## config.mk

```make
export PLATFORM = sky130hd
export DESIGN_NAME = mcs51_core
export DESIGN_NICKNAME = d
export VERILOG_FILES = /design/src/source/mcs51_pkg.sv /design/src/source/mcs51_sequencer.sv /design/src/source/mcs51_decode.sv /design/src/source/mcs51_execute.sv /design/src/source/mcs51_result.sv /design/src/source/mcs51_core.sv
export SDC_FILE = /design/constraint.sdc
export NUM_CORES = 1
export LEC_CHECK = 0
export ABC_AREA = 1
export BUFFER_PORTS_ARGS = -buffer_cell sky130_fd_sc_hd__buf_4
export CAP_MARGIN = 20
export CORE_ASPECT_RATIO = 0.6
export CORE_MARGIN = 10
export CORE_UTILIZATION = 55
export CTS_CLUSTER_SIZE = 14
export DETAILED_ROUTE_END_ITERATION = 6
export PLACE_DENSITY = 0.83
export SYNTH_ARGS = -nofsm -noshare
export SYNTH_HDL_FRONTEND = slang
export SYNTH_HIERARCHICAL = 1
export SYNTH_SLANG_ARGS = --single-unit
```

## constraint.sdc

```tcl
create_clock -name clk -period 8.06 [get_ports clk]
set_input_delay 0.806 -clock clk [delete_from_list [all_inputs] [get_ports clk]]
set_output_delay 0.806 -clock clk [all_outputs]
set_load 0.03 [all_outputs]
```

## src/source/mcs51_pkg.sv

```systemverilog
// MCS-51 shared widths, opcode codes, opcode union and datapath structs
`default_nettype none

package mcs51_pkg;

	localparam int ADDR_W = 16;
	localparam int DATA_W = 8;
	localparam int REG_CNT = 8;
	localparam int REG_IDX_W = $clog2(REG_CNT);
	localparam int GROUP_W = DATA_W - REG_IDX_W;

	// ----------------------------------------------------------------------
	// Opcodes
	// ----------------------------------------------------------------------

	// Register group, matched on the upper five bits
	localparam logic [GROUP_W-1:0]
		GRP_MOV_A_RN = 5'b11101, GRP_MOV_RN_A = 5'b11111, GRP_MOV_RN_IMM = 5'b01111,
		GRP_ADD_A_RN = 5'b00101, GRP_ADDC_A_RN = 5'b00111, GRP_SUBB_A_RN = 5'b10011,
		GRP_ANL_A_RN = 5'b01011, GRP_ORL_A_RN = 5'b01001, GRP_XRL_A_RN = 5'b01101,
		GRP_INC_RN = 5'b00001, GRP_DEC_RN = 5'b00011, GRP_DJNZ_RN = 5'b11011;

	// Full-byte opcodes
	localparam logic [DATA_W-1:0]
		OP_MOV_A_IMM = 8'h74, OP_ADD_A_IMM = 8'h24, OP_ADDC_A_IMM = 8'h34,
		OP_SUBB_A_IMM = 8'h94, OP_ANL_A_IMM = 8'h54, OP_ORL_A_IMM = 8'h44,
		OP_XRL_A_IMM = 8'h64, OP_CLR_A = 8'hE4, OP_CPL_A = 8'hF4,
		OP_RL_A = 8'h23, OP_RR_A = 8'h03, OP_SWAP_A = 8'hC4,
		OP_INC_A = 8'h04, OP_DEC_A = 8'h14, OP_CLR_C = 8'hC3,
		OP_SETB_C = 8'hD3, OP_CPL_C = 8'hB3, OP_SJMP = 8'h80,
		OP_JZ = 8'h60, OP_JNZ = 8'h70, OP_JC = 8'h40,
		OP_JNC = 8'h50, OP_MOV_DIR_A = 8'hF5, OP_NOP = 8'h00;

	typedef struct packed {
		logic [GROUP_W-1:0] group;
		logic [REG_IDX_W-1:0] idx;
	} opcode_split_t;

	// One instruction byte, whole or as group code plus register index
	typedef union packed {
		logic [DATA_W-1:0] full;
		opcode_split_t split;
	} opcode_u;

	// ----------------------------------------------------------------------
	// Control and result types
	// ----------------------------------------------------------------------

	typedef enum logic [3:0] {
		ALU_PASS, ALU_ADD, ALU_ADDC, ALU_SUBB, ALU_AND, ALU_OR, ALU_XOR,
		ALU_CPL, ALU_RL, ALU_RR, ALU_SWAP, ALU_INC, ALU_DEC, ALU_CLR
	} alu_op_e;

	typedef enum logic [1:0] {SRC_REG, SRC_IMM, SRC_NONE} src_e;

	typedef enum logic [1:0] {DST_NONE, DST_ACC, DST_REG} dst_e;

	typedef enum logic [2:0] {
		COND_NONE, COND_ALWAYS, COND_A_ZERO, COND_A_NZ,
		COND_CY, COND_NO_CY, COND_REG_NZ
	} cond_e;

	typedef enum logic [2:0] {CY_KEEP, CY_ALU, CY_CLR, CY_SET, CY_CPL} cy_op_e;

	typedef struct packed {
		alu_op_e alu_op;
		src_e src;
		dst_e dst;
		logic [REG_IDX_W-1:0] reg_idx;
		logic two_byte;
		cond_e cond;
		cy_op_e cy_op;
		logic store;
	} ctrl_t;

	typedef struct packed {
		logic [DATA_W-1:0] result;
		logic cy;
	} exec_t;

endpackage

`default_nettype wire

```

## src/source/mcs51_sequencer.sv

```systemverilog
// MCS-51 phase machine, program counter, instruction and operand buffers, bus strobes
`timescale 1ns/1ps
`default_nettype none

module mcs51_sequencer import mcs51_pkg::*;
#(
	parameter logic [ADDR_W-1:0] RESET_PC = '0
)
(
	input  logic clk,
	input  logic sys_rst_n,
	input  logic [DATA_W-1:0] mem_rdata_i,
	input  logic ready_i,
	input  ctrl_t ctrl_i,
	input  logic taken_i,
	input  logic [DATA_W-1:0] acc_i,
	output opcode_u opcode_o,
	output logic [DATA_W-1:0] operand_o,
	output logic exec_o,
	output logic [ADDR_W-1:0] mem_addr_o,
	output logic [DATA_W-1:0] mem_wdata_o,
	output logic psen_n_o,
	output logic we_n_o
);

	typedef enum logic [1:0] {
		PH_FETCH,
		PH_OPER,
		PH_EXEC,
		PH_STORE
	} phase_e;

	phase_e phase_q;
	phase_e phase_d;
	logic [ADDR_W-1:0] pc_q;
	logic [ADDR_W-1:0] target;
	opcode_u instr_q;
	logic [DATA_W-1:0] operand_q;
	logic psen_n_q;
	logic we_n_q;
	logic bus_done;

	// Bus phase closes on ready while a strobe is low
	assign bus_done = ready_i && !(psen_n_q && we_n_q);

	// Relative target taken from the address after the instruction
	assign target = pc_q + {{(ADDR_W-DATA_W){operand_q[DATA_W-1]}}, operand_q};

	always_comb
	begin
		phase_d = phase_q;
		case (phase_q)
			PH_FETCH:
				if (bus_done)
					phase_d = ctrl_i.two_byte ? PH_OPER : PH_EXEC;
			PH_OPER:
				if (bus_done)
					phase_d = PH_EXEC;
			PH_EXEC:
				phase_d = ctrl_i.store ? PH_STORE : PH_FETCH;
			default:
				if (bus_done)
					phase_d = PH_FETCH;
		endcase
	end

	// ----------------------------------------------------------------------
	// State, PC and strobes
	// ----------------------------------------------------------------------
	always_ff @(posedge clk)
	begin
		if (!sys_rst_n)
		begin
			phase_q <= PH_FETCH;
			pc_q <= RESET_PC;
			psen_n_q <= 1'b1;
			we_n_q <= 1'b1;
		end
		else
		begin
			phase_q <= phase_d;
			psen_n_q <= !(phase_d == PH_FETCH || phase_d == PH_OPER);
			we_n_q <= (phase_d != PH_STORE);
			if (bus_done && !psen_n_q)
				pc_q <= pc_q + 1'b1;
			else if (exec_o && taken_i)
				pc_q <= target;
		end
	end

	always_ff @(posedge clk)
	begin
		if (bus_done && phase_q == PH_FETCH)
			instr_q.full <= mem_rdata_i;
		if (bus_done && phase_q == PH_OPER)
			operand_q <= mem_rdata_i;
	end

	// Decode sees the byte on the bus during fetch
	// so the operand phase is known when fetch ends
	always_comb
	begin
		if (phase_q == PH_FETCH)
			opcode_o.full = mem_rdata_i;
		else
			opcode_o = instr_q;
	end

	assign mem_addr_o = (phase_q == PH_STORE) ? {{(ADDR_W-DATA_W){1'b0}}, operand_q} : pc_q;
	assign mem_wdata_o = acc_i;
	assign operand_o = operand_q;
	assign exec_o = (phase_q == PH_EXEC);
	assign psen_n_o = psen_n_q;
	assign we_n_o = we_n_q;

endmodule

`default_nettype wire

```

## src/source/mcs51_decode.sv

```systemverilog
// MCS-51 opcode decoder producing the control word
`timescale 1ns/1ps
`default_nettype none

module mcs51_decode import mcs51_pkg::*;
(
	input  opcode_u opcode_i,
	output ctrl_t ctrl_o
);

	// Special accumulator ops first
	// then the high nibble picks the op as in the 8051 opcode map
	function automatic alu_op_e alu_sel(input logic [DATA_W-1:0] code);
		case (code)
			OP_CLR_A: return ALU_CLR;
			OP_CPL_A: return ALU_CPL;
			OP_RL_A: return ALU_RL;
			OP_RR_A: return ALU_RR;
			OP_SWAP_A: return ALU_SWAP;
			default:
				case (code[7:4])
					4'h0: return ALU_INC;
					4'h1: return ALU_DEC;
					4'hD: return ALU_DEC;
					4'h2: return ALU_ADD;
					4'h3: return ALU_ADDC;
					4'h9: return ALU_SUBB;
					4'h5: return ALU_AND;
					4'h4: return ALU_OR;
					4'h6: return ALU_XOR;
					default: return ALU_PASS;
				endcase
		endcase
	endfunction

	always_comb
	begin
		ctrl_o.alu_op = alu_sel(opcode_i.full);
		ctrl_o.src = SRC_NONE;
		ctrl_o.dst = DST_NONE;
		ctrl_o.reg_idx = opcode_i.split.idx;
		ctrl_o.cond = COND_NONE;
		ctrl_o.cy_op = CY_KEEP;
		ctrl_o.store = 1'b0;
		case (opcode_i.split.group)
			GRP_MOV_A_RN, GRP_ADD_A_RN, GRP_ADDC_A_RN, GRP_SUBB_A_RN,
			GRP_ANL_A_RN, GRP_ORL_A_RN, GRP_XRL_A_RN:
			begin
				ctrl_o.src = SRC_REG;
				ctrl_o.dst = DST_ACC;
				ctrl_o.cy_op = CY_ALU;
			end
			GRP_MOV_RN_A, GRP_INC_RN, GRP_DEC_RN:
				ctrl_o.dst = DST_REG;
			GRP_MOV_RN_IMM:
			begin
				ctrl_o.src = SRC_IMM;
				ctrl_o.dst = DST_REG;
			end
			GRP_DJNZ_RN:
			begin
				ctrl_o.dst = DST_REG;
				ctrl_o.cond = COND_REG_NZ;
			end
			default:
				case (opcode_i.full)
					OP_MOV_A_IMM, OP_ADD_A_IMM, OP_ADDC_A_IMM, OP_SUBB_A_IMM,
					OP_ANL_A_IMM, OP_ORL_A_IMM, OP_XRL_A_IMM:
					begin
						ctrl_o.src = SRC_IMM;
						ctrl_o.dst = DST_ACC;
						ctrl_o.cy_op = CY_ALU;
					end
					OP_CLR_A, OP_CPL_A, OP_RL_A, OP_RR_A, OP_SWAP_A, OP_INC_A, OP_DEC_A:
						ctrl_o.dst = DST_ACC;
					OP_CLR_C: ctrl_o.cy_op = CY_CLR;
					OP_SETB_C: ctrl_o.cy_op = CY_SET;
					OP_CPL_C: ctrl_o.cy_op = CY_CPL;
					OP_SJMP: ctrl_o.cond = COND_ALWAYS;
					OP_JZ: ctrl_o.cond = COND_A_ZERO;
					OP_JNZ: ctrl_o.cond = COND_A_NZ;
					OP_JC: ctrl_o.cond = COND_CY;
					OP_JNC: ctrl_o.cond = COND_NO_CY;
					OP_MOV_DIR_A: ctrl_o.store = 1'b1;
					// NOP and unknown bytes
					default: ctrl_o.store = 1'b0;
				endcase
		endcase
		// Second byte holds an immediate, a branch offset or a direct address
		ctrl_o.two_byte = (ctrl_o.src == SRC_IMM) || (ctrl_o.cond != COND_NONE)
			|| ctrl_o.store;
	end

endmodule

`default_nettype wire

```

## src/source/mcs51_execute.sv

```systemverilog
// MCS-51 ALU with operand select, result byte and carry-out
`timescale 1ns/1ps
`default_nettype none

module mcs51_execute import mcs51_pkg::*;
(
	input  ctrl_t ctrl_i,
	input  logic [DATA_W-1:0] acc_i,
	input  logic [DATA_W-1:0] reg_i,
	input  logic [DATA_W-1:0] operand_i,
	input  logic cy_i,
	output exec_t exec_o
);

	logic [DATA_W-1:0] op_a;
	logic [DATA_W-1:0] op_b;

	// Register destinations work on Rn, everything else on A
	assign op_a = (ctrl_i.dst == DST_REG) ? reg_i : acc_i;

	always_comb
	begin
		case (ctrl_i.src)
			SRC_REG: op_b = reg_i;
			SRC_IMM: op_b = operand_i;
			// No second operand, so moves take A
			default: op_b = acc_i;
		endcase
	end

	always_comb
	begin
		exec_o.cy = cy_i;
		case (ctrl_i.alu_op)
			ALU_ADD: {exec_o.cy, exec_o.result} = {1'b0, op_a} + {1'b0, op_b};
			ALU_ADDC: {exec_o.cy, exec_o.result} = {1'b0, op_a} + {1'b0, op_b} + cy_i;
			// Borrow lands in the ninth bit
			ALU_SUBB: {exec_o.cy, exec_o.result} = {1'b0, op_a} - {1'b0, op_b} - cy_i;
			ALU_AND: exec_o.result = op_a & op_b;
			ALU_OR: exec_o.result = op_a | op_b;
			ALU_XOR: exec_o.result = op_a ^ op_b;
			ALU_CPL: exec_o.result = ~op_a;
			ALU_RL: exec_o.result = {op_a[DATA_W-2:0], op_a[DATA_W-1]};
			ALU_RR: exec_o.result = {op_a[0], op_a[DATA_W-1:1]};
			ALU_SWAP: exec_o.result = {op_a[DATA_W/2-1:0], op_a[DATA_W-1:DATA_W/2]};
			ALU_INC: exec_o.result = op_a + 1'b1;
			ALU_DEC: exec_o.result = op_a - 1'b1;
			ALU_CLR: exec_o.result = '0;
			// Pass
			default: exec_o.result = op_b;
		endcase
	end

endmodule

`default_nettype wire

```

## src/source/mcs51_result.sv

```systemverilog
// MCS-51 accumulator, register bank and carry write-back with branch decision
`timescale 1ns/1ps
`default_nettype none

module mcs51_result import mcs51_pkg::*;
(
	input  logic clk,
	input  logic sys_rst_n,
	input  ctrl_t ctrl_i,
	input  exec_t exec_i,
	input  logic exec_strobe_i,
	output logic [DATA_W-1:0] acc_o,
	output logic [DATA_W-1:0] reg_o,
	output logic cy_o,
	output logic taken_o
);

	logic [DATA_W-1:0] acc_q;
	logic [DATA_W-1:0] regs_q [REG_CNT];
	logic cy_q;

	// ----------------------------------------------------------------------
	// Write-back at the end of execute
	// ----------------------------------------------------------------------
	always_ff @(posedge clk)
	begin
		if (!sys_rst_n)
		begin
			acc_q <= '0;
			cy_q <= 1'b0;
			for (int i = 0; i < REG_CNT; i++)
				regs_q[i] <= '0;
		end
		else if (exec_strobe_i)
		begin
			case (ctrl_i.dst)
				DST_ACC: acc_q <= exec_i.result;
				DST_REG: regs_q[ctrl_i.reg_idx] <= exec_i.result;
				default: acc_q <= acc_q;
			endcase
			case (ctrl_i.cy_op)
				CY_ALU: cy_q <= exec_i.cy;
				CY_CLR: cy_q <= 1'b0;
				CY_SET: cy_q <= 1'b1;
				CY_CPL: cy_q <= !cy_q;
				default: cy_q <= cy_q;
			endcase
		end
	end

	// Conditions look at A and CY before this instruction writes them
	always_comb
	begin
		case (ctrl_i.cond)
			COND_ALWAYS: taken_o = 1'b1;
			COND_A_ZERO: taken_o = (acc_q == '0);
			COND_A_NZ: taken_o = (acc_q != '0);
			COND_CY: taken_o = cy_q;
			COND_NO_CY: taken_o = !cy_q;
			// DJNZ, decremented register
			COND_REG_NZ: taken_o = (exec_i.result != '0);
			default: taken_o = 1'b0;
		endcase
	end

	assign acc_o = acc_q;
	assign reg_o = regs_q[ctrl_i.reg_idx];
	assign cy_o = cy_q;

endmodule

`default_nettype wire

```

## src/source/mcs51_core.sv

```systemverilog
// MCS-51 core top level connecting sequencer, decoder, ALU and write-back
`timescale 1ns/1ps
`default_nettype none

module mcs51_core import mcs51_pkg::*;
#(
	parameter logic [ADDR_W-1:0] RESET_PC = '0
)
(
	input  logic clk,
	input  logic sys_rst_n,
	output logic [ADDR_W-1:0] mem_addr_o,
	input  logic [DATA_W-1:0] mem_rdata_i,
	output logic [DATA_W-1:0] mem_wdata_o,
	output logic psen_n_o,
	output logic we_n_o,
	input  logic ready_i
);

	opcode_u opcode;
	ctrl_t ctrl;
	exec_t exec_res;
	logic [DATA_W-1:0] operand;
	logic [DATA_W-1:0] acc;
	logic [DATA_W-1:0] reg_val;
	logic exec_strobe;
	logic cy;
	logic taken;

	mcs51_sequencer #(
		.RESET_PC(RESET_PC)
	) mcs51_sequencer_i (
		.clk(clk),
		.sys_rst_n(sys_rst_n),
		.mem_rdata_i(mem_rdata_i),
		.ready_i(ready_i),
		.ctrl_i(ctrl),
		.taken_i(taken),
		.acc_i(acc),
		.opcode_o(opcode),
		.operand_o(operand),
		.exec_o(exec_strobe),
		.mem_addr_o(mem_addr_o),
		.mem_wdata_o(mem_wdata_o),
		.psen_n_o(psen_n_o),
		.we_n_o(we_n_o)
	);

	mcs51_decode mcs51_decode_i (
		.opcode_i(opcode),
		.ctrl_o(ctrl)
	);

	mcs51_execute mcs51_execute_i (
		.ctrl_i(ctrl),
		.acc_i(acc),
		.reg_i(reg_val),
		.operand_i(operand),
		.cy_i(cy),
		.exec_o(exec_res)
	);

	mcs51_result mcs51_result_i (
		.clk(clk),
		.sys_rst_n(sys_rst_n),
		.ctrl_i(ctrl),
		.exec_i(exec_res),
		.exec_strobe_i(exec_strobe),
		.acc_o(acc),
		.reg_o(reg_val),
		.cy_o(cy),
		.taken_o(taken)
	);

endmodule

`default_nettype wire

```

==> results.sh <==
export IMPL_track_usage_pct=24.0
export IMPL_tightestPinTransition_ns=0.877
export IMPL_cp_max_fo=20
export IMPL_port_buffers=36
export IMPL_ys_seq_area_share_pct=32.2
export IMPL_grt_overflow_total=0
export IMPL_core_area_um2=16400
export IMPL_ctsResizeCount=0
export IMPL_layout_drive_gt1_share_pct=11.2
export IMPL_cts_buffers=9
export IMPL_setup_viol=0
export IMPL_skew_ns=0.0131
export IMPL_synth_main_ff_cell="edfxtp_1"
export IMPL_max_slew_margin_pct=41.3
export IMPL_arrival_ns=7.43
export IMPL_cts_tree="built"
export IMPL_io_pins=37
export IMPL_ant_nets=0
export IMPL_drv_cap=0
export IMPL_start_kind="flip-flop"
export IMPL_avgViaCountPerCell=5.84
export IMPL_synth_distinct_cells=58
export IMPL_ys_warn_count=6
export IMPL_area_growth_pct=7.59
export IMPL_ctsRootBufferMaster="clkbuf_16"
export IMPL_layout_nets=1430
export IMPL_async_reset_ff_share_pct=0
export IMPL_cts_setup_buffers=0
export IMPL_drt_total_wl_mm=27.9
export IMPL_fin_crit_sh_pct=89.0
export IMPL_std_cell_rows=36
export IMPL_max_clock_path_buffers=2
export IMPL_status="completed"
export IMPL_ctsHoldBuffers=0
export IMPL_htreeDepth=3
export IMPL_place_congestion=1.05
export IMPL_fin_crit_ns=7.17
export IMPL_layout_commonest_cell="nand2_1"
export IMPL_grt_first_pass_wirelength_mm=44.2
export IMPL_drc_errors=0
export IMPL_cp_slowest_cell="fa_1"
export IMPL_synth_edff_count=80
export IMPL_clk_latency_ns=0.36
export IMPL_place_hpwl_mm=21.7
export IMPL_utilization_pct=60.9
export IMPL_mostFrequentLayoutCells="nand2_1 (383), nor2_1 (175), inv_1 (174)"
export IMPL_endpoint_kind="flip-flop"
export IMPL_grt_pass1_vias=8266
export IMPL_whs_ns=0.532
export IMPL_slowest_delay_ns=0.57
export IMPL_hold_path_class="flip-flop to flip-flop"
export IMPL_leakage_nw=4.84
export IMPL_rsz0062_at_grt="false"
export IMPL_cts_sinks=109
export IMPL_initial_core_util_pct=56.6
export IMPL_synth_cells=1347
export IMPL_avgSynthCellArea_um2=6.87
export IMPL_dieWidth_um=187
export IMPL_die_area_um2=22600
export IMPL_grt_max_degree=38
export IMPL_fin_setup_tns_ns=0
export IMPL_cp_common_cell="nand2_1"
export IMPL_grt_antenna_before_repair=0
export IMPL_fp_dieH_um=120
export IMPL_yosys_register_bits=109
export IMPL_drv_slew=0
export IMPL_drtIter0Drc=1465
export IMPL_synth_area_um2=9250
export IMPL_syn_num_nets=1410
export IMPL_p_per_area_nw_per_um2=203
export IMPL_dr_pass1_iters=7
export IMPL_clk_pin_slew_ns=0.09
export IMPL_critPathRequiredTime_ns=8.32
export IMPL_final_hold_violation_count=0
export IMPL_max_clock_freq_mhz=139
export IMPL_routedWlPerCell_um=17.4
export IMPL_irDropWorstVdd_mv=0.112
export IMPL_worstSetupPathType="flip-flop to flip-flop"
export IMPL_num_vias=9349
[final cells by class]
cell class | instances | area [um2]
inverters | 201 | 762
diodes | 1 | 2.50
clock buffers | 9 | 225
multi-input cells | 1005 | 5300
clock inverters | 7 | 91.3
repair buffers | 41 | 305
flip-flops and latches | 109 | 2980
fillers | 1468 | 6390
well taps | 228 | 285
[registers in the layout (all words and copies together) (netlist names)]
register                     count
mcs51_sequencer_i/psen_n_o       1
mcs51_sequencer_i/we_n_o         1
mcs51_sequencer_i/phase_q        2
mcs51_result_i/regs_q           64
mcs51_result_i/acc_o             8
mcs51_sequencer_i/pc_q          16
mcs51_sequencer_i/instr_q        8
mcs51_result_i/cy_o              1
mcs51_sequencer_i/operand_o      8
[kinds of logic after synthesis]
logic type | count (synthesis) | synth area share, %
AOI/OAI and AO/OA | 186 | 12.3
xor gates and xnor gates | 10 | 0.947
adders and majority gates | 52 | 7.44
buffers and inverters | 233 | 10.5
DFF | 109 | 32.2
and+or+nand+nor | 757 | 36.6
[final timing paths]
check | startpoint | to | slack, ns | cells past startpoint
max reg2reg | mcs51_sequencer_i/phase_q[1]$_SDFF_PN0_ | mcs51_sequencer_i/pc_q[8]$_SDFFE_PN0P_ | 0.89 | 38
max | mcs51_sequencer_i/phase_q[1]$_SDFF_PN0_ | mcs51_sequencer_i/pc_q[8]$_SDFFE_PN0P_ | 0.89 | 38
min | mcs51_sequencer_i/pc_q[15]$_SDFFE_PN0P_ | mcs51_sequencer_i/pc_q[15]$_SDFFE_PN0P_ | 0.53 | 2
min reg2reg | mcs51_sequencer_i/pc_q[15]$_SDFFE_PN0P_ | mcs51_sequencer_i/pc_q[15]$_SDFFE_PN0P_ | 0.53 | 2
[per-layer routing]
metal / GRT usage (%) / wire (um) / vias to the layer above
met5: 0 / 0 / -
met4: 4.48 / 404 / 0
met3: 8.12 / 4390 / 55
met2: 32.5 / 10600 / 685
met1: 35.9 / 12500 / 4214
li1: - / - / 4395
[per-stage QoR]
| stage | worst slack (ns) | power [mW] | cells | area, um2 |
|---|---|---|---|---|
| global route | 0.197 | 2.13 | 1600 | 9950 |
| floorplan | 2.68 | 1.28 | 1347 | 9250 |
| detailed placement | 1.17 | 1.52 | 1583 | 9630 |
| finish | 0.888 | 2.02 | 1601 | 9960 |
| CTS | 1.16 | 1.99 | 1599 | 9950 |
| global placement | 1.31 | 1.51 | 1583 | 9630 |
[worst max-delay path, delay by kind of cell (launching register included)]
kind	cells	cell delay (ns)
flip-flops	1	0.35
adder cells (fa/ha/maj)	3	1.07
buffers and inverters	8	1.39
AND/OR/NAND/NOR	25	3.75
AO/OA/AOI/OAI	2	0.50
[where the power goes]
part	internal, mW	total [mW]	switching (mW)
sequential	0.624	0.641	0.0174
clock	0.225	0.471	0.246
combinational	0.251	0.908	0.657
total	1.10	2.02	0.921
[synth_stat cells, types with 4 or more instances]
| master | number | area, um2 |
|---|---|---|
| a21oi_1 | 52 | 260 |
| nor3_1 | 8 | 40.0 |
| inv_1 | 174 | 653 |
| xor2_1 | 7 | 61.3 |
| o21ai_2 | 4 | 35.0 |
| buf_2 | 8 | 40.0 |
| nand2_4 | 17 | 191 |
| dfxtp_1 | 29 | 581 |
| o21ai_0 | 61 | 305 |
| nor2_1 | 175 | 657 |
| edfxtp_1 | 80 | 2400 |
| nor2_2 | 11 | 68.8 |
| nand2_2 | 25 | 156 |
| nand3b_1 | 8 | 60.1 |
| a22oi_1 | 5 | 37.5 |
| nor2_4 | 9 | 101 |
| ha_1 | 47 | 588 |
| o21a_1 | 7 | 52.6 |
| clkinv_1 | 10 | 37.5 |
| o21ai_1 | 4 | 20.0 |
| nand3_2 | 4 | 40.0 |
| nand3_1 | 91 | 455 |
| o211ai_1 | 6 | 45.0 |
| o22ai_1 | 12 | 75.1 |
| nand2_1 | 383 | 1440 |
| inv_2 | 15 | 56.3 |
| o21bai_1 | 10 | 75.1 |
| buf_4 | 12 | 90.1 |
| nand4_1 | 16 | 100 |
| fa_1 | 5 | 100 |
| clkbuf_1 | 8 | 30.0 |
Power figures use the tool's default switching activity.
